[config.mk]
export PLATFORM = sky130hd
export DESIGN_NAME = ram_dp
export DESIGN_NICKNAME = d
export VERILOG_FILES = /design/src/source/ram_dp.sv
export SDC_FILE = /design/constraint.sdc
export NUM_CORES = 2
export LEC_CHECK = 0
export BUFFER_PORTS_ARGS = -buffer_cell sky130_fd_sc_hd__buf_2
export CORE_ASPECT_RATIO = 0.5
export CORE_MARGIN = 1
export CORE_UTILIZATION = 50
export CTS_CLUSTER_SIZE = 25
export DETAILED_ROUTE_END_ITERATION = 8
export GPL_TIMING_DRIVEN = 0
export PLACE_DENSITY = 0.71
export SYNTH_ARGS = -nofsm -noshare
export SYNTH_HDL_FRONTEND = slang
export SYNTH_SLANG_ARGS = --single-unit
[constraint.sdc]
create_clock -name sys_clk -period 2.2 [get_ports sys_clk]
set_input_delay 0.22 -clock sys_clk [delete_from_list [all_inputs] [get_ports sys_clk]]
set_output_delay 0.22 -clock sys_clk [all_outputs]
set_load 0.05 [all_outputs]
[src/source/ram_dp.sv]
`timescale 1ns/1ns

module ram_dp #(
   parameter type entry_t = logic [7:0],
   parameter int depth = 256,
   localparam int aw = $clog2(depth)
) (
   input  logic          sys_clk,
   input  logic          wr_en,
   input  logic [aw-1:0] wr_addr,
   input  entry_t        wr_data,
   input  logic [aw-1:0] rd_addr,
   output entry_t        rd_data
);

   entry_t mem [depth];

   always_ff @(posedge sys_clk) begin
      if (wr_en)
         mem[wr_addr] <= wr_data;
      rd_data <= mem[rd_addr];    // one cycle read latency
   end

endmodule

---- Word-level counts from Yosys, hierarchy flattened ----
Memory sizes are Yosys's and may differ from the RTL's. A register that Yosys moved wholly into a read port is not among the register bits.
Index checks and enable logic that the tools add are counted.
W data, S select, Z words.
cells by class
  add/subtract/negate cells ............... 0
  multiply operators ...................... 0
  div/mod/pow operators ................... 0
  order comparisons ....................... 0
  eq/ne operators ......................... 0
  shift operators ......................... 0
  muxes and demuxes ....................... 2
  bitwise gates (word level) .............. 0
  reduce and logical (&&, ||, !) cells .... 0
operators with widths
  cell     number
  $mux W1  2
word-level totals
  register bits ........................... 0
  bits in latches ......................... 0
  bits in writable memories ............... 2048
  memory bits (read-only) ................. 0
  input port bits ......................... 26
  word-level logic and storage cells ...... 3
  memories kept ........................... 1
memories
  name  depth  width  rd ports  clocked after memory_dff  wr ports  RTL line  RTL
  mem   256    8      1         1                         1         16        entry_t mem [depth];

---- Longest topological paths before layout ----
  word-level depth ........................ 2
  depth in mapped cells ................... 11
  mapped depth without buffers ............ 6

---- Worst setup path after synthesis ----
OpenSTA, ideal clock, no wires.
  path type ............................... input -> register
  start ................................... input port rd_addr[0]
  end ..................................... register rd_data[2] in the netlist's numbering (read register of mem)
  library setup time ...................... 0.131 ns
  arrival time ............................ 2.027 ns
  data required time ...................... 2.069 ns
  setup slack ............................. 0.042 ns
  stages .................................. 9
  path buffers ............................ 4
  cells stage by stage .................... buf_6 buf_12 buf_8 buf_2 mux4_2 a22oi_1 a21oi_1 nor4_1 nor4_2
RTL lines
  what                RTL line  RTL
  start: declaration  12        input logic [aw-1:0] rd_addr,
  end: declaration    13        output entry_t rd_data

==> summary.md <==
| Metric | Value |
|---|---|
| Num CTS Buffers | `about 180` |
| Worst-Margin Slew | `1.21 ns` |
| DRC | `0` |
| Layout cells sized above 1 | `a little under a third` |
| Tot Pwr | `79.0 mW` |
| Fmax | `~400 MHz` |
| Post-synthesis cell type count | `55` |
| Antenna Nets Post-Route | `0` |
| Post-synthesis compound-gate area fraction | `between 3 and 4%` |
| Static leakage | `27.9 nW` |
| Skew final | `around 0.031 ns` |
| Hold path startpoint | `wr_addr[6]` |
| Final setup fails | `around 440` |
| Max Slew Vio Count | `0` |
| Largest net degree at the start of global routing | `169` |
| Worst setup margin | `-0.278 ns` |
| Hold Slack | `0.269 ns` |
| Nets | `a little over 4000` |
| Unrepaired setup endpoints after global routing | `yes` |
| Drt via density | `approximately 6.8` |
| IO Port Bufs | `26` |
| Gate Count Post-Synth | `3733` |
| Die Y | `284 microns` |
| Total I/O pin count | `34` |
| Total Routing Usage GR | `between 20% and 30%` |
| Area growth from synthesis to layout | `14.4%` |
| Starting Density | `between 50% and 60%` |
| Worst-path fanout max | `1` |
| Status | `complete, but fails checks` |
| Max stage delay on crit path | `0.50 ns` |
| Simple-gate share of the synthesized area | `under 10%` |
| Slew margin rel. | `between 15 and 20%` |
| First-iteration detailed-routing DRC count | `7408` |
| Final GP Congestion | `0.985` |
| Worst-Skew Late Latency | `between 0.8 and 0.9 ns` |
| RR Startpoint | `mem[27][5]` |
| Core ar. | `about 160000 sq um` |
| Grt ovf | `0` |
| Worst setup path start | `mem[27][5]` |
| Worst-path clk slew | `roughly 0.07 ns` |
| Synth Area in XOR/XNOR | `0%` |
| DP HPWL | `154000 microns` |
| Vias in the first global route | `roughly 41000` |
| Antenna violations before repair | `9` |
| CTS max path bufs | `3` |
| Layout filler cell count | `between 10000 and 15000` |
| First-pass iteration count of the detailed router | `8` |
| WP buf/inv | `0` |
| Mux cell area share after synthesis | `14.6%` |
| Failing checks | `setup timing` |
| # clock sinks | `about 2100` |
| Drt wl/cell | `37.7 microns` |
| CP cell instances | `mux4_2, a22o_1, a221oi_2, o221ai_1, a211oi_4, nor4_4` |
| Worst EP required | `2.89 ns` |
| Syn_area_per_cell | `21.3 sq um` |
| Worst setup SP type | `flop` |
| CTS tree | `built` |
| Total Wirelength | `236000 microns` |
| Critical path class | `reg2reg` |
| Post-synth ARST share | `0%` |
| Row count | `around 100` |
| Final hold vios | `0` |
| Vias | `~43000` |
| Post-synthesis adder-cell area fraction | `0%` |
| Syn. warnings | `0` |
| Total negative setup slack | `-23.97 ns` |
| CTS root buffer | `clkbuf_16` |
| Main flop type after synthesis | `edfxtp_1` |
| Die X | `around 570 microns` |
| Final Non-Filler Cells | `6261` |
| Syn Nets | `about 3800` |
| Hold WC Path Type | `in2reg` |
| Max rail drop VDD | `~0.84 mV` |
| Crit path capture type | `flop` |
| Die ar. | `about 160000 sq um` |
| EDFF count, synth | `between 2000 and 2500` |
| Max Cap Viol | `0` |
| Post-synthesis cell area | `~80000 sq um` |
| Synthesized flop and latch total | `roughly 2100` |
| Fin crit period | `around 2.5 ns` |
| Slowest-stage cell, CP | `a211oi_4` |
| Crit path DAT | `around 3.2 ns` |
| Sequential share of the synthesized area | `77.5%` |
| Largest family of logic cells by synthesized area | `multiplexers` |
| Period utilization | `113%` |
| Largest delay share family, worst path | `compound AO/OA/AOI/OAI gates` |
| Dpl cells | `around 6000` |
| First-pass GRT wire length | `between 300000 and 400000 microns` |
| Power Density | `slightly below 900 nW/um^2` |
| H-tree depth | `4` |
[metal layers]
metal	track usage, %	share of wire (%)
met3	11.5	16
met4	13.0	4.6
met5	0	0.019
met2	42.0	44
met1	39.6	35
[state kept, by name, summed over array words and instances, names as in the netlist]
register	cells
rd_data	8
mem	2048
[where the power goes]
group / total [mW] / internal [mW] / switching (mW)
combinational: 5.14 / 1.61 / 3.53
clock: 30.6 / 16.5 / 14.1
sequential: 43.2 / 43.2 / 0.0276
[cells in the mapped netlist (all sizes together) (10+ instances only)]
library cell  number  area (sq um)
a211oi            16           120
a21oi             96           480
a221oi            14           129
a22oi            133           998
buf              122          1030
clkbuf           111           417
edfxtp          2048         61500
mux2i            134          1340
mux4             456         10300
nand2             33           124
nand3             34           170
nand4             10          62.6
nor2             282          1060
nor2b             31           194
nor3              22           110
nor4              27           188
o211ai            10          75.1
o21ai             12          60.1
o221ai            47           418
o22ai             28           175
[path summary, 6_finish.rpt]
path / to / slack, ns / cells after the start
worst max-delay path: rd_data[5] / -0.28 / 6
worst min-delay path: mem[213][4] / 0.27 / 3
worst max register to register: rd_data[5] / -0.28 / 6
worst min register to register: rd_data[5] / 1.22 / 6
[cell usage in the layout (no fill, tap or decap), types with 9 or more instances in the layout]
cell type,instances
buf_12,20
nor2_1,131
nor2_4,85
clkbuf_16,181
bufinv_16,10
edfxtp_1,2048
o221ai_1,40
clkbuf_4,30
o211ai_1,10
a21oi_1,78
mux4_2,455
nor2b_1,26
nor4_2,11
mux2i_1,134
a21oi_2,16
nor3_4,10
buf_2,44
clkinv_1,29
clkbuf_1,77
clkinv_2,28
clkbuf_8,9
buf_4,88
buf_6,38
nand4_1,10
o22ai_1,27
a211oi_1,14
clkbuf_2,36
a22oi_1,128
nor4_4,15
nand2_1,30
nand3_1,27
buf_8,24
nor2_2,66
buf_16,9
[logic make-up (layout without fill, tap and decap cells)]
| kind of cell | Yosys count | count (layout) |
|---|---|---|
| compound gates | 385 | 385 |
| buf+inv | 235 | 657 |
| flops | 2056 | 2056 |
| mux | 591 | 591 |
| other cells | 0 | 6 |
| simple gates | 466 | 466 |
[per-stage QoR]
stage	area, sq um	utilization (%)	setup slack (ns)
final	91000	57.7	-0.278
after CTS	90200	57.2	-0.288
after global placement	82300	52.1	-3.18
after global routing	91000	57.7	-0.296
after floorplan	79600	-	0.0421
after detailed placement	82700	52.4	-2.74
[final cells by class]
cell class	instances	area, sq um	area share (%)
clock buffer	232	4780	5.25
buffer	229	1950	2.14
antenna	6	15.0	0.0165
inverter	2	11.3	0.0124
tap	2100	2630	2.89
clock inverter	83	743	0.816
timing repair buffer	111	1060	1.16
multi-input combinational	1442	18200	20.0
sequential	2056	61700	67.7
[timing repair]
| item | CTS | global route |
|---|---|---|
| endpoints found under the setup margin | 1310 | 892 |
| hold buffers | 8 | 0 |
| resized for setup | 450 | 215 |
| hold endpoints to repair | 609 | 0 |
| buffers inserted | 55 | 9 |
| pin swaps | 54 | 28 |
[worst min-delay path, cell delays in order]
cell,delay (ns)
buf_2,0.17
nand3_2,0.35
nor2_4,0.15
Note: power is estimated with default switching activity, not from simulation.
