==> config.mk <==
export PLATFORM = sky130hd
export DESIGN_NAME = chroni_regs
export DESIGN_NICKNAME = d
export VERILOG_FILES = /design/src/source/chroni_video_pkg.sv /design/src/source/chroni_regs_pkg.sv /design/src/source/chroni_regs.sv
export SDC_FILE = /design/constraint.sdc
export NUM_CORES = 1
export LEC_CHECK = 0
export ABC_AREA = 0
export BUFFER_PORTS_ARGS = -buffer_cell sky130_fd_sc_hd__buf_4
export CAP_MARGIN = 25
export CORE_MARGIN = 2
export CORE_UTILIZATION = 49
export DETAILED_ROUTE_END_ITERATION = 7
export GPL_TIMING_DRIVEN = 1
export PLACE_DENSITY = 0.76
export SYNTH_ARGS = -nofsm -noshare
export SYNTH_HDL_FRONTEND = slang
export SYNTH_SLANG_ARGS = --single-unit
==> constraint.sdc <==
create_clock -name sys_clk -period 2.95 [get_ports sys_clk]
set_input_delay 0.7375 -clock sys_clk [delete_from_list [all_inputs] [get_ports sys_clk]]
set_output_delay 0.7375 -clock sys_clk [all_outputs]
set_load 0.01 [all_outputs]
==> src/source/chroni_video_pkg.sv <==
package chroni_video_pkg;
   typedef struct packed {
      logic [4:0] r;
      logic [5:0] g;
      logic [4:0] b;
   } rgb565_t;

   typedef logic [7:0] pixel_idx_t;

   typedef struct packed {
      logic [7:0] font;
      logic [7:0] attr;    // high nibble background, low nibble foreground
      logic       last;    // final column of the line
   } glyph_t;

   typedef logic [2:0] font_row_t;

   localparam int glyph_w = 8;         // pixels per text column
   localparam int pal_depth = 256;
   localparam int line_addr_w = 11;    // scan-out address, wide enough for 256 columns
endpackage

==> src/source/chroni_regs_pkg.sv <==
package chroni_regs_pkg;
   import chroni_video_pkg::*;

   typedef logic [6:0] reg_addr_t;

   localparam reg_addr_t reg_text_lo   = 7'h00;
   localparam reg_addr_t reg_text_hi   = 7'h01;
   localparam reg_addr_t reg_charset   = 7'h02;
   localparam reg_addr_t reg_pal_index = 7'h04;
   localparam reg_addr_t reg_pal_data  = 7'h05;
   localparam reg_addr_t reg_vram_lo   = 7'h06;
   localparam reg_addr_t reg_vram_hi   = 7'h07;
   localparam reg_addr_t reg_vram_top  = 7'h08;   // bit 0 only
   localparam reg_addr_t reg_vram_data = 7'h09;
   localparam reg_addr_t reg_attr_lo   = 7'h0a;
   localparam reg_addr_t reg_attr_hi   = 7'h0b;
   localparam reg_addr_t reg_status    = 7'h12;
   localparam reg_addr_t reg_border_lo = 7'h1a;
   localparam reg_addr_t reg_border_hi = 7'h1b;

   typedef logic [16:0] vram_byte_addr_t;
   typedef logic [15:0] vram_word_addr_t;

   typedef struct packed {
      logic [15:0] text_addr;      // byte address of the char row
      logic [15:0] attr_addr;
      logic [7:0]  charset_base;
   } text_cfg_t;

   typedef struct packed {
      logic            en;
      vram_word_addr_t addr;
      logic [1:0]      be;         // [1] high lane, [0] low lane
      logic [15:0]     data;
   } vram_wr_t;

   typedef struct packed {
      logic       en;
      logic [7:0] index;
      rgb565_t    color;
   } pal_wr_t;
endpackage

==> src/source/chroni_regs.sv <==
`timescale 1ns/1ns

module chroni_regs
   import chroni_regs_pkg::*;
   import chroni_video_pkg::*;
(
   input  logic       sys_clk,
   input  logic       reset_n,
   input  logic       psel,
   input  logic       penable,
   input  logic       pwrite,
   input  reg_addr_t  paddr,
   input  logic [7:0] pwdata,
   output logic [7:0] prdata,
   input  logic       render_end,
   input  logic       busy,
   output text_cfg_t  cfg,
   output vram_wr_t   vram_wr,
   output pal_wr_t    pal_wr,
   output rgb565_t    border,
   output logic       irq
);

   logic            wr_acc;
   vram_byte_addr_t vram_addr;
   logic [7:0]      pal_index;
   logic [7:0]      pal_lo;
   logic            pal_hi_next;    // low byte already held
   logic            irq_enable;
   logic            done;

   assign wr_acc = psel && penable && pwrite;
   assign irq    = irq_enable && done;

   always_ff @(posedge sys_clk) begin
      if (!reset_n) begin
         cfg         <= '0;
         border      <= '0;
         vram_addr   <= '0;
         pal_index   <= '0;
         pal_lo      <= '0;
         pal_hi_next <= 1'b0;
         irq_enable  <= 1'b0;
         done        <= 1'b0;
         vram_wr     <= '0;
         pal_wr      <= '0;
      end else begin
         vram_wr.en <= 1'b0;
         pal_wr.en  <= 1'b0;
         if (wr_acc) begin
            case (paddr)
               reg_text_lo:   cfg.text_addr[7:0]  <= pwdata;
               reg_text_hi:   cfg.text_addr[15:8] <= pwdata;
               reg_attr_lo:   cfg.attr_addr[7:0]  <= pwdata;
               reg_attr_hi:   cfg.attr_addr[15:8] <= pwdata;
               reg_charset:   cfg.charset_base    <= pwdata;
               reg_border_lo: border[7:0]         <= pwdata;
               reg_border_hi: border[15:8]        <= pwdata;
               reg_vram_lo:   vram_addr[7:0]      <= pwdata;
               reg_vram_hi:   vram_addr[15:8]     <= pwdata;
               reg_vram_top:  vram_addr[16]       <= pwdata[0];
               reg_pal_index: begin
                  pal_index   <= pwdata;
                  pal_hi_next <= 1'b0;
               end
               reg_pal_data: begin
                  if (pal_hi_next) begin
                     pal_wr.en    <= 1'b1;
                     pal_wr.index <= pal_index;
                     pal_wr.color <= {pwdata, pal_lo};
                     pal_index    <= pal_index + 1'b1;
                     pal_hi_next  <= 1'b0;
                  end else begin
                     pal_lo      <= pwdata;
                     pal_hi_next <= 1'b1;
                  end
               end
               reg_vram_data: begin
                  // byte goes to both lanes, the enable picks one
                  vram_wr.en   <= 1'b1;
                  vram_wr.addr <= vram_addr[16:1];
                  vram_wr.be   <= vram_addr[0] ? 2'b10 : 2'b01;
                  vram_wr.data <= {pwdata, pwdata};
                  vram_addr    <= vram_addr + 1'b1;
               end
               reg_status: begin
                  irq_enable <= pwdata[2];
                  if (pwdata[6])
                     done <= 1'b0;    // write one to clear
               end
               default: ;
            endcase
         end
         if (render_end)
            done <= 1'b1;
      end
   end

   always_comb begin
      prdata = 8'h00;
      if (psel && !pwrite) begin
         case (paddr)
            reg_text_lo:   prdata = cfg.text_addr[7:0];
            reg_text_hi:   prdata = cfg.text_addr[15:8];
            reg_attr_lo:   prdata = cfg.attr_addr[7:0];
            reg_attr_hi:   prdata = cfg.attr_addr[15:8];
            reg_charset:   prdata = cfg.charset_base;
            reg_pal_index: prdata = pal_index;
            reg_vram_lo:   prdata = vram_addr[7:0];
            reg_vram_hi:   prdata = vram_addr[15:8];
            reg_vram_top:  prdata = {7'b0, vram_addr[16]};
            reg_status:    prdata = {busy, done, 3'b0, irq_enable, 2'b0};
            reg_border_lo: prdata = border[7:0];
            reg_border_hi: prdata = border[15:8];
            default:       prdata = 8'h00;
         endcase
      end
   end

   // an index write landing on a pending entry would store it at the wrong slot
   pal_index_clash: assert property (@(posedge sys_clk) disable iff (!reset_n)
      !(pal_wr.en && wr_acc && paddr == reg_pal_index))
      else $error("palette write collides with an index write");

endmodule

Word level (Yosys, flattened, before mapping):

Cells that the tools add are included.

* output and inout bits: 125
* register bits: 152

* eq/ne operators: 14
* bitwise gates (word level): 1
* mux-type cells: 16
* reductions and logical operators: 32
* $add $sub $neg: 2

Operator list (number)
* one-hot mux 8 bit (12 select lines): 1
* one-hot mux 8 bit (2 select lines): 3
* 2-to-1 mux 35 bit: 1
* == test 7 x 3 -> 1 bit, second input constant: 4
* == test 7 x 4 -> 1 bit, second input constant: 4
* AND reduction 2 bit: 14
* 2-to-1 mux 25 bit: 1
* == test 7 x 5 -> 1 bit, second input constant: 3
* adder 17 x 1 -> 17 bit, second input constant: 1
* 2-to-1 mux 8 bit: 2
* AND reduction 3 bit: 5
* nonzero test 2 bit: 7
* adder 8 x 1 -> 8 bit, second input constant: 1
* == test 7 x 1 -> 1 bit, second input constant: 1
* == test 7 x 2 -> 1 bit, second input constant: 1
* zero test 7 bit: 1
* 2-to-1 mux 1 bit: 5
* logical AND 1 bit: 4
* one-hot mux 1 bit (2 select lines): 2
* 2-to-1 mux 2 bit: 1
* inequality test 2 bit, second input constant: 1
* zero test 1 bit: 1
* NOT 1 bit: 1

Logic depth before layout (Yosys ltp):

* depth in word-level cells: 4
* gate-level depth with buffers: 8
* mapped depth without buffers: 6

Least setup slack after synthesis:

Ideal clock, no wire load.

* kind: in2out
* start point: input port paddr[4]
* end point: output port prdata[4]
* data required time: 2.213 ns
* data arrival time: 2.308 ns
* buffers on the path: 3
* stages on the path: 7
* slack: -0.095 ns
* cells stage by stage: buf_6 -> nor3_1 -> and3_1 -> clkbuf_1 -> clkbuf_1 -> a221oi_1 -> a21oi_1

* cells in the longest elaborated chain, start to end: 3
* elaborated cells on any way between the ends: 14
* classes of those cells: eq/ne: 11; mux: 2; reduce/logical: 1

RTL lines
* start: declaration: RTL line chroni_regs.sv:12 `input reg_addr_t paddr,`
* == test 7 x 5 -> 1 bit (tied with other cells): RTL line chroni_regs.sv:102 `case (paddr)`
* one-hot mux 8 bit (12 select lines) (*): RTL line chroni_regs.sv:102
* 2-to-1 mux 8 bit (*): RTL line chroni_regs.sv:101 `if (psel && !pwrite) begin`
* end: declaration: RTL line chroni_regs.sv:14 `output logic [7:0] prdata,`

Mark *: on every way between the ends. The rest lies on a longest branch, timed or not.

Worst setup path after layout:

* start point: input port paddr[3]
* end point: output port prdata[0]

Same word-level chain as after synthesis.

==> impl_metrics.tcl <==
set metrics [dict create \
    status "finished, violations left" \
    violations "setup timing" \
    cp_slowest_stage_delay_ns 0.53 \
    synth.cell_area_um2 6690 \
    drt_pass1_iterations 6 \
    cts_root_buf "clkbuf_16" \
    critPathKind "input port to primary output" \
    fmax_mhz 336 \
    vdd_ir_drop_max_mv 0.376 \
    grt_start_max_net_pins 52 \
    final.setup.tns_ns -0.0268 \
    cp.depth 7 \
    async_reset_ff_share_pct 0 \
    diodes 0 \
    via_count 6791 \
    drc 0 \
    clk_latency_ns 0.42 \
    clkSinkCount 144 \
    cts.path.max_buffers 2 \
    core-area_um2 13300 \
    cts_max_level 4 \
    drive_above_1_share_pct 29.4 \
    routedWlPerCell_um 18.9 \
    grt_usage_pct 29.9 \
    rr_worst_depth 5 \
    finalCritPeriodShare_pct 101 \
    final_common_cell "buf_4" \
    tightest_slew_ns 0.731 \
    drv_cap 0 \
    dp.cells 1130 \
    worstPathCellList "buf_8, or4_4, or3_4, o22ai_2, a31oi_2, a21oi_2, buf_4" \
    setup_viol 1 \
    ant_nets 0 \
    rsz0062_at_grt "yes" \
    relSlewSlack_pct 50.9 \
    synth-seq-area-share_pct 43.1 \
    io_pins 147 \
    gp_congestion 0.982 \
    finalNetCount 1001 \
    avgSynthCellArea_um2 8.18 \
    fin_skew_ns 0.00854 \
    clk_pin_slew_ns 0.06 \
    grt_first_pass_wirelength_um 33900 \
    die_h_um 121 \
    synth.area.top_cells "dfxtp_1 (43%), mux2i_1 (7.9%), nand2_1 (6.8%)" \
    startpoint_type "input port" \
    hp-class "flip-flop to flip-flop" \
    synth_cell_types 66 \
    hold_depth 2 \
    path_max_fanout 4 \
    min_period_ns 2.98 \
    leakage_nw 3.51 \
    syn_nets 842 \
    synth_ff_type "dfxtp_1" \
    drv_slew 0 \
    syn_to_final_growth_pct 34.3 \
    portBuffers 146 \
    final_cell_mix "buf_4 (208), dfxtp_1 (144), nand2_1 (121)" \
    dp_hpwl_um 15100 \
    row_count 42 \
    post-route-util_pct 67.5 \
    synth_top_area_share_pct 43.1 \
    finalHoldViolCount 0 \
    viasPerCell 5.82 \
    cts_tree "done" \
    crit_family "simple AND/OR/NAND/NOR gates" \
    die_w_um 121 \
    p_per_area_nw_per_um2 491 \
    path_buf_inv 2 \
    numCtsBuffers 17 \
    synth_top_area_cell "dfxtp_1" \
    arrival_ns 2.24 \
    required_ns 2.21 \
    ys_warn_count 0 \
    grt_pass1_vias 6214 \
    grt_overflow_total 0 \
    slowest_stage "or4_4" \
    hold_buffers 0 \
    crit_path_end_kind "primary output" \
    finalWorstSetupSlack_ns -0.0268 \
    antenna_found_initial 0 \
    fin_cells 1166 \
    finalWirelength_um 22000 \
    start_util_pct 50.3 \
    synth_edf_count 0 \
    ys_ff_latch 144 \
    dieArea_um2 14600 \
    synthCells 818 \
    initialDrtViolationCount 709 \
]
==> power breakdown <==
| part | internal, W | leakage (nW) | switching [W] |
|---|---|---|---|
| logic | 0.0000949 | 2.07 | 0.000161 |
| clock network | 0.00135 | 0.281 | 0.000848 |
| registers | 0.00195 | 1.16 | 0.00000244 |
==> cells by family (layout without fill, tap and decap cells) <==
logic type      Yosys count  in the layout  synth area share, %
compound gates          209            209                 19.3
fa+ha+maj                 2              2                0.374
buf+inv                  78            250                 5.50
flops                   144            144                 43.1
mux                      60             60                 9.11
simple gates            325            325                 22.6
==> worst reg2reg max path, stage by stage, from the launching register on <==
cell and delay [ns]:
dfxtp_1 0.55, nand3_1 0.25, nor3_1 0.62, nand3_1 0.19, o31a_1 0.27, o32ai_1 0.20
==> synth_stat cells, drive strengths merged (2+ instances only) <==
| library cell | count |
|---|---|
| o21ai | 52 |
| nand3b | 3 |
| ha | 2 |
| nor3 | 16 |
| a211oi | 12 |
| nand2 | 121 |
| a221oi | 9 |
| mux2 | 7 |
| and2 | 5 |
| o32ai | 4 |
| or2 | 3 |
| nor2 | 70 |
| nand3 | 71 |
| a22oi | 5 |
| and3 | 6 |
| a31oi | 7 |
| o22ai | 9 |
| nand2b | 3 |
| o211a | 2 |
| o31a | 4 |
| a22o | 3 |
| a32oi | 2 |
| nand4 | 5 |
| or3 | 5 |
| and4 | 2 |
| dfxtp | 144 |
| o21a | 4 |
| nor3b | 3 |
| clkbuf | 52 |
| buf | 24 |
| nor2b | 6 |
| mux2i | 53 |
| o211ai | 2 |
| o2bb2ai | 5 |
| nor4 | 2 |
| a21oi | 75 |
==> metrics by stage <==
step           hold slack, ns  power, W  area (um^2)  worst slack [ns]
5_1_grt                 0.470   0.00452         8980           -0.0559
4_1_cts                 0.458   0.00441         8860           -0.0422
3_3_place_gp            0.446   0.00223         8200           -0.0602
3_5_place_dp            0.450   0.00223         8200           -0.0736
6_report                0.456   0.00440         8980           -0.0268
2_1_floorplan           0.438   0.00211         6700           0.00365
==> routing by layer <==
layer  track usage, %  vias to the layer above  part of all wire, %
li1                 -                     3249                    -
met1             41.5                     3187                   44
met2             46.0                      319                   46
met3             6.60                       36                  8.6
met4             10.4                        0                  2.0
met5                0                        -                    0
==> area by class of cell <==
cell class	count	area, um^2
Clock buffer	19	443
Clock inverter	13	164
Fill cell	1170	4320
Inverter	2	7.51
Multi-Input combinational cell	596	3560
Sequential cell	144	2880
Tap cell	176	220
Timing Repair Buffer	216	1700
==> sequential cells by signal, indices dropped and copies added (netlist names) <==
signal       count
pal_lo           8
cfg             40
pal_hi_next      1
done             1
pal_wr          25
pal_index        8
vram_wr         27
vram_addr       17
irq_enable       1
border          16
==> what timing repair did <==
item                                    in CTS  in global routing
endpoints found under the setup margin       4                  8
pin swaps                                    6                 11
setup buffers                                3                  1
resized for setup                            8                 24
==> path summary, 6_finish.rpt <==
check / from / endpoint / slack, ns
worst max-delay path: paddr[3] / prdata[0] / -0.03
worst min-delay path: vram_wr[21] / vram_wr[21] / 0.46
worst max register to register: vram_addr[7] / vram_addr[15] / 0.78
worst min register to register: vram_wr[21] / vram_wr[21] / 0.46
(Power assumes the default switching activity.)
