--- config.mk ---
export PLATFORM = sky130hd
export DESIGN_NAME = scan_out
export DESIGN_NICKNAME = d
export VERILOG_FILES = /design/src/source/chroni_video_pkg.sv /design/src/source/scan_out.sv
export SDC_FILE = /design/constraint.sdc
export NUM_CORES = 1
export LEC_CHECK = 0
export BUFFER_PORTS_ARGS = -buffer_cell sky130_fd_sc_hd__buf_2
export CAP_MARGIN = 25
export CELL_PAD_IN_SITES_DETAIL_PLACEMENT = 0
export CELL_PAD_IN_SITES_GLOBAL_PLACEMENT = 1
export CORE_ASPECT_RATIO = 0.7
export CORE_MARGIN = 10
export CORE_UTILIZATION = 13
export DETAILED_ROUTE_END_ITERATION = 6
export PLACE_DENSITY = 0.76
export SLEW_MARGIN = 15
export SYNTH_ARGS = -nofsm -noshare
export SYNTH_HDL_FRONTEND = slang
export SYNTH_SLANG_ARGS = --single-unit
--- constraint.sdc ---
create_clock -name sys_clk -period 1.1 [get_ports sys_clk]
set_clock_uncertainty 0.15 [all_clocks]
set_input_delay 0.22 -clock sys_clk [delete_from_list [all_inputs] [get_ports sys_clk]]
set_output_delay 0.22 -clock sys_clk [all_outputs]
set_load 0.02 [all_outputs]
--- src/source/chroni_video_pkg.sv ---
package chroni_video_pkg;
   typedef struct packed {
      logic [4:0] r;
      logic [5:0] g;
      logic [4:0] b;
   } rgb565_t;

   typedef logic [7:0] pixel_idx_t;

   typedef struct packed {
      logic [7:0] font;
      logic [7:0] attr;    // high nibble background, low nibble foreground
      logic       last;    // final column of the line
   } glyph_t;

   typedef logic [2:0] font_row_t;

   localparam int glyph_w = 8;         // pixels per text column
   localparam int pal_depth = 256;
   localparam int line_addr_w = 11;    // scan-out address, wide enough for 256 columns
endpackage

--- src/source/scan_out.sv ---
`timescale 1ns/1ns

module scan_out
   import chroni_video_pkg::*;
#(
   parameter int cols = 40,
   localparam int lb_aw = $clog2(cols * glyph_w)
) (
   input  logic                   sys_clk,
   input  logic                   reset_n,
   input  logic                   scan_req,
   input  logic [line_addr_w-1:0] scan_addr,
   input  rgb565_t                border,
   output logic [lb_aw-1:0]       lb_rd_addr,
   input  pixel_idx_t             lb_rd_data,
   output pixel_idx_t             pal_rd_addr,
   input  rgb565_t                pal_rd_data,
   output logic                   scan_valid,
   output rgb565_t                scan_rgb
);

   localparam int line_px = cols * glyph_w;

   logic s1_valid;
   logic s1_border;
   logic s2_border;

   assign lb_rd_addr  = scan_addr[lb_aw-1:0];
   assign pal_rd_addr = lb_rd_data;     // stage two looks up the index
   assign scan_rgb    = s2_border ? border : pal_rd_data;

   always_ff @(posedge sys_clk) begin
      s1_border <= (scan_addr >= line_addr_w'(line_px));
      s2_border <= s1_border;
      if (!reset_n) begin
         s1_valid   <= 1'b0;
         scan_valid <= 1'b0;
      end else begin
         s1_valid   <= scan_req;
         scan_valid <= s1_valid;
      end
   end

endmodule

---- Word-level counts from Yosys, hierarchy flattened ----
Cells that the tools add are included.
storage, ports and cells
  bits of input ports ..................... 54
  output and inout bits ................... 34
  bits in registers ....................... 4
operators by class
  mux-type cells .......................... 1
  $lt $le $gt $ge ......................... 1
operators by type and width
  kind                 number
  $mux 16              1
  $ge 11x9->1 const B  1

---- Logic depth before layout (Yosys ltp) ----
Gate-level depths: netlist of run 1.
  depth after elaboration ................. 1
  mapped depth ............................ 3
  mapped depth without buffers ............ 2

---- Least setup slack after synthesis of run 1 ----
OpenSTA, ideal clock, no wires.
  kind .................................... reg2out
  start ................................... register s2_border
  end ..................................... output port scan_rgb[10] in the netlist's numbering
  buffers on the path ..................... 2
  required time ........................... 0.730 ns
  arrival ................................. 0.894 ns
  path slack .............................. -0.164 ns
  stages on the path, launching flop included .. 4
  path through ............................ dfxtp_1 > buf_6 > buf_12 > mux2_4
RTL lines
  item                      RTL line        text
  start: declaration        scan_out.sv:26  logic s2_border;
  start signal: assignment  scan_out.sv:34  s2_border <= s1_border;
  end: declaration          scan_out.sv:19  output rgb565_t scan_rgb

==> summary.md, run 1 <==
| Metric | Value |
|---|---|
| Status | complete, but fails checks |
| Failing checks | negative setup slack |
| FILL cells | 384 |
| Hpwl dp | 1870 um |
| P_leak | around 0.51 nW |
| Worst Setup End Kind | primary output |
| Post-synth EDFFs | 0 |
| CP max FO | 4 |
| Ratio of cells with drive above 1 in the final layout | about nine tenths |
| # DRC | 0 |
| Min cycle time layout | ~1600 ps |
| Final WS setup | -456 ps |
| Clk sink count | 4 |
| Critical Path Start Type | flop |
| CTS H-tree lvls | 1 |
| Hold/Removal Path Class | input port to flop |
| Post-synth top area share | 31.2% |
| Area leader, netlist | mux2_4 |
| Clock Latency Late Sink | ~220 ps |
| Required time worst endpoint | between 700 and 800 ps |
| Routed vias/inst | 3.57 |
| Die area | between 6000 and 7000 um^2 |
| Crit Path Class | flop to primary output |
| Slew Viols, Final | 0 |
| Antenna-violating nets left | 0 |
| Die W | approximately 90 um |
| CTS clock-pin slew for the worst setup and hold paths | 30 ps |
| Starting DRT DRC Count | 2 |
| Mean post-synth cell area | between 10 and 15 um^2 |
| CP arrival | roughly 1200 ps |
| Main synth FF type | dfxtp_1 |
| Final Setup Violations | 16 |
| Dpl cells | between 100 and 150 |
| TritonCTS buffer count | 3 |
| # diodes | 0 |
| Worst Tran Pin Value | around 150 ps |
| Top-count cell post-synth | buf_4 |
| Gr usage total | about 6.6% |
| Finished Layout Cells | 140 |
| Register area share after synthesis | ~17% |
| Asr flop ratio synth | 0% |
| FP Rows | 18 |
| I/O Buffers | 59 |
| CTS tree | done |
| CTS root buf | clkbuf_8 |
| Core Util, Final | between 20 and 30% |
| Syn Nets | a little under 100 |
| Final Cycle Share | 141% |
| Via count | 500 |
| Peak VDD IR | slightly below 800 uV |
| Cell count after synthesis | 44 |
| Fin nets | between 100 and 150 |
| Drt wl/cell | 15.6 um |
| Pre-antenna DRT Iters | 3 |
| Global-route wire length before repair | roughly 3400 um |
| Synthesized area | 482 um^2 |
| P per Cell Area | about 930 nW/um^2 |
| Yosys warnings | 0 |
| Max Clk Rate | approximately 640 MHz |
| Synth cell types | 10 |
| Num ports | 88 |
| Flops & latches, synth | 4 |
| Grt total ovfl | 0 |
| Vias in the first global route | between 600 and 700 |
| Initial core utilization | 13.6% |
| Final hold viol count | 0 |
| Initial antenna violation count | 0 |
| Max clock buf depth | 2 |
| GP Congestion | ~0.83 |
| Ranking of synthesized cells by area | mux2_4 31%, buf_4 26%, dfxtp_1 17% |
| Post-synth top cells | 17 x buf_4, 10 x mux2_4, 6 x mux2_2, 4 x dfxtp_1, 2 x and2_1 |
| Setup TNS | -7140 ps |
| Slew margin rel. | 90.0% |
| Die Y | approximately 71 um |
| Largest net degree at the start of global routing | 7 |
| Core footprint | 3540 um^2 |
| Cts hold-fix bufs | 0 |
| Total Routed Length | between 2000 and 2500 um |
| Max-cap violation count | 0 |
| Synthesis-to-finish area growth | 88.3% |
| Unrepaired setup endpoints after global routing | yes |
[layout make-up]
class,instances,area (um^2),share of cell area [%]
Clock buffer,3,41.3,4.55
Multi-Input combinational cell,21,265,29.2
Sequential cell,4,83.8,9.24
Tap cell,50,62.6,6.90
Timing Repair Buffer,62,454,50.1
[worst max-delay path: stages, from the launching register on]
cell and delay, ps:
dfxtp_4 390, buf_6 130, mux2_4 310, buf_6 130
[placed cells by master (no fill, tap or decap)]
| master | Yosys | final |
|---|---|---|
| and2_1 | 2 | 2 |
| buf_2 | 0 | 43 |
| nor2_1 | 1 | 1 |
| buf_16 | 0 | 1 |
| nand2_1 | 1 | 1 |
| dfxtp_4 | 0 | 1 |
| buf_12 | 1 | 1 |
| dfxtp_1 | 4 | 3 |
| o21ai_0 | 1 | 1 |
| buf_6 | 1 | 17 |
| mux2_4 | 10 | 16 |
| clkbuf_8 | 0 | 3 |
[flip-flops by register name (all words and copies together), names as in the netlist]
register    cells
s1_border       1
s1_valid        1
s2_border       1
scan_valid      1
[kinds of logic after synthesis]
group / after synthesis / share of synthesized area, %
and+or+nand+nor: 4 / 4.15
AOI/OAI and AO/OA: 1 / 1.04
DFF: 4 / 16.6
muxes: 16 / 45.2
buffers and inverters: 19 / 33.0
[power by group]
part | internal, mW | switching (mW)
Sequential | 0.152 | 0.00568
Combinational | 0.224 | 0.157
Clock | 0.233 | 0.0737
Total | 0.609 | 0.237
[what timing repair did]
item,CTS,global route
resized for setup,41,0
buffers inserted,0,0
endpoints found under the setup margin,16,16
gates cloned,1,0
hold endpoints to repair,0,0
[stage by stage]
step           hold WS [ps]  total power, mW  worst slack [ps]  instance area (um^2)
2_1_floorplan           156            0.405              -157                   483
3_3_place_gp            166            0.455              -243                   709
3_5_place_dp            164            0.456              -255                   709
4_1_cts                24.4            0.861              -476                   907
5_1_grt                43.5            0.897              -494                   907
6_report               28.3            0.846              -456                   907
[path summary, 6_finish.rpt]
kind                       from          end  slack [ps]  depth (start not counted)
setup / recovery      s2_border  scan_rgb[1]        -460                          3
hold / removal    scan_addr[10]    s1_border          30                          3
setup reg to reg       s1_valid   scan_valid         450                          1
hold reg to reg       s1_border    s2_border         170                          0
[per-layer routing]
metal  GRT usage, %  vias up  part of all wire [%]
li1               -      223                     -
met3           6.43        2                    21
met5              0        -                     0
met2           9.14       52                    38
met1           7.05      223                    40
met4           1.71        0                  0.64
Power figures use the tool's default switching activity.
==> run 2, diff against run 1 <==
--- a/constraint.sdc
+++ b/constraint.sdc
@@ -3,3 +3,3 @@
 set_input_delay 0.22 -clock sys_clk [delete_from_list [all_inputs] [get_ports sys_clk]]
 set_output_delay 0.22 -clock sys_clk [all_outputs]
-set_load 0.02 [all_outputs]
+set_load 0.01 [all_outputs]
==> summary.md, run 2 (synthesis gave the netlist of run 1 again) <==
| Metric | Value |
|---|---|
| Status | complete, but fails checks |
| Failing checks | negative setup slack |
| Grt total ovfl | 0 (unchanged) |
| Vias in the first global route | 609 (+0.83%) |
| Crit Path Class | flop to primary output |
| Worst Setup SP | s2_border |
| I/O Buffers | 59 (unchanged) |
| R2R setup slack | 450 ps (about the same) |
| Sequential fraction of design power | 19.7% (+1.0 points) |
| Slew margin rel. | 90.3% (+0.25 points) |
| Final hold viol count | 0 (unchanged) |
| Initial core utilization | 13.6% (unchanged) |
| CTS H-tree lvls | 1 (unchanged) |
| Via count | 493 (-1.4%) |
| Commonest non-fill, non-tap cell in the layout | buf_2 |
| Final WS setup | -455 ps (+0.341 ps) |
| Synthesis-to-finish area growth | 88.3% (unchanged) |
| Drt wl/cell | 16.0 um (+2.6%) |
| Required time worst endpoint | 730 ps (about the same) |
| Crit path to | scan_rgb[1] |
| Hold/Removal Path Class | input port to flop |
| Clk sink count | 4 (unchanged) |
| Switching share of power | 24.5% (-3.5 points) |
| Antenna-violating nets left | 0 (unchanged) |
| CP arrival | 1190 ps (about the same) |
| FILL cells | 387 (+0.78%) |
| Die area | 6580 um^2 (unchanged) |
| GP Congestion | 0.834 (+0.13%) |
| Worst r2r dst | scan_valid |
| Final Cycle Share | 141% (about the same) |
| Clock power share | 38.0% (+1.7 points) |
| Num ports | 88 (unchanged) |
| Slew Viols, Final | 0 (unchanged) |
| DP Area | 709 um^2 (unchanged) |
| Core footprint | 3540 um^2 (unchanged) |
| Cts hold-fix bufs | 0 (unchanged) |
| Gr usage total | 6.65% (+0.024 points) |
| Core Util, Final | 25.7% (unchanged) |
| Postcts setup bufs | 0 (unchanged) |
| Worst R2R Start | s1_valid |
| Total Routed Length | 2250 um (+2.6%) |
| Die W | 92.8 um (unchanged) |
| Combinational power share | 42.3% (-2.8 points) |
| Fin area | 907 um^2 (unchanged) |
| Unrepaired setup endpoints after global routing | yes |
| Routed vias/inst | 3.52 (-1.4%) |
| P per Cell Area | 886 nW/um^2 (-5.0%) |
| Clock Latency Late Sink | 210 ps (about the same) |
| Starting DRT DRC Count | 4 (+2) |
| Global-route wire length before repair | 3390 um (-1.4%) |
| CP max FO | 4 (unchanged) |
| Max clock buf depth | 2 (unchanged) |
| Setup TNS | -7110 ps (+25.8 ps) |
| Internal power | 0.607 mW (-0.41%) |
| Reg2reg path depth | 1 (unchanged) |
| Total power | 0.804 mW (-5.0%) |
| CTS root buf | clkbuf_8 |
| TritonCTS buffer count | 3 (unchanged) |
| Net Sw Power | 0.197 mW (-17%) |
| Hpwl dp | 1890 um (+1.2%) |
| Initial antenna violation count | 0 (unchanged) |
| Worst Setup End Kind | primary output |
| Commonest cells after routing, fill and taps aside | 43 x buf_2, 17 x buf_6, 16 x mux2_4 |
| Peak VDD IR | 684 uV (-13%) |
| Multi-input gate area | 265 um^2 (unchanged) |
| Max Clk Rate | 643 MHz (about the same) |
| # diodes | 0 (unchanged) |
| # DRC | 0 (unchanged) |
| Ratio of cells with drive above 1 in the final layout | 91.1% (unchanged) |
| Register area | 83.8 um^2 (unchanged) |
| Min cycle time layout | 1560 ps (-0.341 ps) |
| Final Setup Violations | 16 (unchanged) |
| Largest net degree at the start of global routing | 7 (unchanged) |
| Pre-antenna DRT Iters | 2 (-1) |
| Die Y | 70.9 um (unchanged) |
| CTS tree | done |
| Max-cap violation count | 0 (unchanged) |
| FP Rows | 18 (unchanged) |
| Fin nets | 146 (unchanged) |
| Critical Path Start Type | flop |
| P_leak | 0.509 nW (unchanged) |
| Worst Tran Pin Value | 145 ps (-3.72 ps) |
| CTS clock-pin slew for the worst setup and hold paths | 30 ps (about the same) |
## run 2: worst min-delay path by stage
stage	from	endpoint	slack (ps)	cells past startpoint
floorplan	scan_addr[10]	s1_border	160	2
global placement	s1_border	s2_border	160	0
detailed placement	s1_border	s2_border	170	0
CTS	scan_addr[10]	s1_border	20	3
global route	scan_addr[10]	s1_border	50	3
finish	scan_addr[10]	s1_border	30	3
## run 2: layout make-up
type                       count  share of cell area, %
timing repair buffer          62                   50.1
multi-input combinational     21                   29.2
sequential                     4                   9.24
tap                           50                   6.90
clock buffer                   3                   4.55
## run 2: repair_timing
item	in CTS	in global routing
cloned	1	0
resized for setup	27	0
endpoints found under the setup margin	16	16
## run 2: worst max-delay path, cell delays in order, from the launching register on
cell and delay (ps):
dfxtp_4 390, buf_6 140, mux2_4 310, buf_6 130
## run 2: layer usage
metal / share of wire [%] / GRT usage (%)
met2: 40 / 10.1
met1: 39 / 6.40
met4: 0.67 / 3.24
met3: 20 / 5.48
met5: 0 / 0
## run 2: power groups by stage
stage                     Sequential [mW]  Clock, mW  Combinational (mW)
after floorplan                     0.158          0               0.183
after global placement              0.158          0               0.257
final                               0.158      0.305               0.340
after CTS                           0.158      0.316               0.343
after detailed placement            0.158          0               0.257
after global routing                0.159      0.332               0.366
## run 2: per-stage QoR
step                      hold WS [ps]  setup WS, ps  std cells
after CTS                         19.6          -461        140
after floorplan                    156          -134         44
after global placement             164          -224        136
after detailed placement           169          -238        136
after global routing              52.3          -486        140
final                             25.3          -455        140
==> run 3, diff against run 2 <==
- clock period: 1.1 -> 1.4 ns (I/O delays scaled with it)
==> summary.md, run 3 (synthesis gave the netlist of run 1 again) <==
| Metric | Value |
|---|---|
| Status | complete, but fails checks |
| Failing checks | negative setup slack |
| CP arrival | 1180 ps (about the same) |
| Final Cycle Share | 115% |
| Worst Setup End Kind | primary output |
| Max Clk Rate | between 600 and 700 MHz |
| # DRC | 0 (unchanged) |
| Peak VDD IR | 497 uV (-27%) |
| Slew Viols, Final | 0 (unchanged) |
| CTS tree | done |
| Final hold viol count | 0 (unchanged) |
| Commonest cells after routing, fill and taps aside | 43 x buf_2, 16 x mux2_4, 16 x buf_6 |
| Core footprint | 3540 um^2 (unchanged) |
| Postcts setup bufs | 0 (unchanged) |
| Clk sink count | 4 (unchanged) |
| GP Congestion | 0.840 (+0.62%) |
| Total Routed Length | 2090 um (-7.2%) |
| Net Sw Power | 0.148 mW (-25%) |
| Sequential fraction of design power | 19.9% (+0.2 points) |
| Required time worst endpoint | 970 ps (+240 ps) |
| Routed length on met1 | 857 um (-2.9%) |
| Unrepaired setup endpoints after global routing | yes |
| Worst R2R Start | s1_valid |
| P_leak | 0.503 nW (-1.2%) |
| WL met3 | 298 um (-32%) |
| Drt wl/cell | 15.0 um (-6.5%) |
| Reg2reg path depth | 1 (unchanged) |
| I/O Buffers | 59 (unchanged) |
| Fin nets | 145 (-0.68%) |
| DP Area | 701 um^2 (-1.2%) |
| Internal power | 0.474 mW (-22%) |
| Final WS setup | -209 ps (+246 ps) |
| Die Y | 70.9 um (unchanged) |
| CTS root buf | clkbuf_8 |
| Critical Path Start Type | flop |
| Clock Latency Late Sink | 220 ps (about the same) |
| CTS clock-pin slew for the worst setup and hold paths | 30 ps (about the same) |
| CP max FO | 8 (+4) |
| Largest net degree at the start of global routing | 9 (+2) |
| Met2 WL | 921 um (+1.4%) |
| Crit path to | scan_rgb[12] |
| FP Rows | 18 (unchanged) |
| TritonCTS buffer count | 3 (unchanged) |
| Worst Setup SP | s2_border |
| Initial antenna violation count | 0 (unchanged) |
| Worst hold slack | 87.5 ps (+62.2 ps) |
| Vias in the first global route | 578 (-5.1%) |
| Hold/Removal Path Class | input port to flop |
| Slew margin rel. | 91.5% (+1.2 points) |
| Via count | 487 (-1.2%) |
| P per Cell Area | 694 nW/um^2 (-22%) |
| Max clock buf depth | 2 (unchanged) |
| Gr usage total | 5.89% (-0.76 points) |
| CP max stage delay | 380 ps (about the same) |
| Pre-antenna DRT Iters | 2 (unchanged) |
| Switching share of power | 23.8% (-0.71 points) |
| Worst Tran Pin Value | 127 ps (-17.9 ps) |
| Critical-path cell list | buf_12 -> mux2_4 -> buf_6 |
| Max-cap violation count | 0 (unchanged) |
| Grt total ovfl | 0 (unchanged) |
| Num ports | 88 (unchanged) |
| Die W | 92.8 um (unchanged) |
| R2R setup slack | 740 ps (+290 ps) |
| # diodes | 0 (unchanged) |
| Fin area | 896 um^2 (-1.2%) |
| Core Util, Final | 25.3% (-0.32 points) |
| Commonest non-fill, non-tap cell in the layout | buf_2 |
| Routed vias/inst | 3.50 (-0.51%) |
| Slowest stage cell, crit path | dfxtp_4 |
| Initial core utilization | 13.6% (unchanged) |
| CTS H-tree lvls | 1 (unchanged) |
| Uppermost routed layer | met4 |
| Ratio of cells with drive above 1 in the final layout | 91.0% (-0.10 points) |
| Final Setup Violations | 16 (unchanged) |
| Synthesis-to-finish area growth | 86.0% |
| Global-route wire length before repair | 3080 um (-8.9%) |
| Cts hold-fix bufs | 0 (unchanged) |
| Worst r2r dst | scan_valid |
| Crit Path Class | flop to primary output |
| Antenna-violating nets left | 0 (unchanged) |
| Die area | 6580 um^2 (unchanged) |
| Starting DRT DRC Count | 20 (+16) |
| Min cycle time layout | roughly 1600 ps |
| Clock power share | 38.2% (+0.2 points) |
| Combinational power share | 41.9% (-0.4 points) |
| FILL cells | 383 (-1.0%) |
run 3: worst max-delay path: cells and delay by family (launching register included):
| kind | cells | cell delay [ps] |
|---|---|---|
| flops | 1 | 380 |
| mux | 1 | 310 |
| buf+inv | 2 | 260 |
run 3: what timing repair did:
action,4_1_cts,5_1_grt
resized for setup,25,0
cloned,1,0
setup endpoints to repair,16,16
run 3: layout make-up:
cell class / instances / area (um^2) / share of cell area (%)
clock buffers: 3 / 41.3 / 4.61
flip-flops and latches: 4 / 83.8 / 9.36
repair buffers: 61 / 443 / 49.4
well taps: 50 / 62.6 / 6.98
multi-input cells: 21 / 265 / 29.6
run 3: through the flow:
step                cells  setup TNS (ps)  total power [mW]  setup WS [ps]
floorplan              44               0             0.267           98.0
global placement      135            -112             0.318          -38.7
detailed placement    135            -141             0.317          -35.8
CTS                   139           -3370             0.635           -223
global route          139           -3650             0.657           -241
finish                139           -3170             0.622           -209
run 3: worst min-delay path by stage:
| stage | slack, ps | end | cells past startpoint | from |
|---|---|---|---|---|
| after floorplan | 160 | s2_border | 0 | s1_border |
| after global placement | 160 | s2_border | 0 | s1_border |
| after detailed placement | 170 | s2_border | 0 | s1_border |
| after CTS | 80 | s1_border | 3 | scan_addr[10] |
| after global routing | 100 | s1_border | 3 | scan_addr[10] |
| final | 90 | s1_border | 3 | scan_addr[10] |
run 3: power groups by stage:
| stage | registers, mW | logic, mW | clock network (mW) |
|---|---|---|---|
| 3_3_place_gp | 0.124 | 0.194 | 0 |
| 3_5_place_dp | 0.124 | 0.193 | 0 |
| 6_report | 0.124 | 0.261 | 0.238 |
| 2_1_floorplan | 0.124 | 0.144 | 0 |
| 4_1_cts | 0.124 | 0.260 | 0.251 |
| 5_1_grt | 0.124 | 0.278 | 0.255 |
run 3: layer usage:
layer,global-route usage (%),vias to the layer above
li1,-,220
met1,5.75,216
met2,9.61,49
met3,4.11,2
met4,2.39,0
met5,0,-
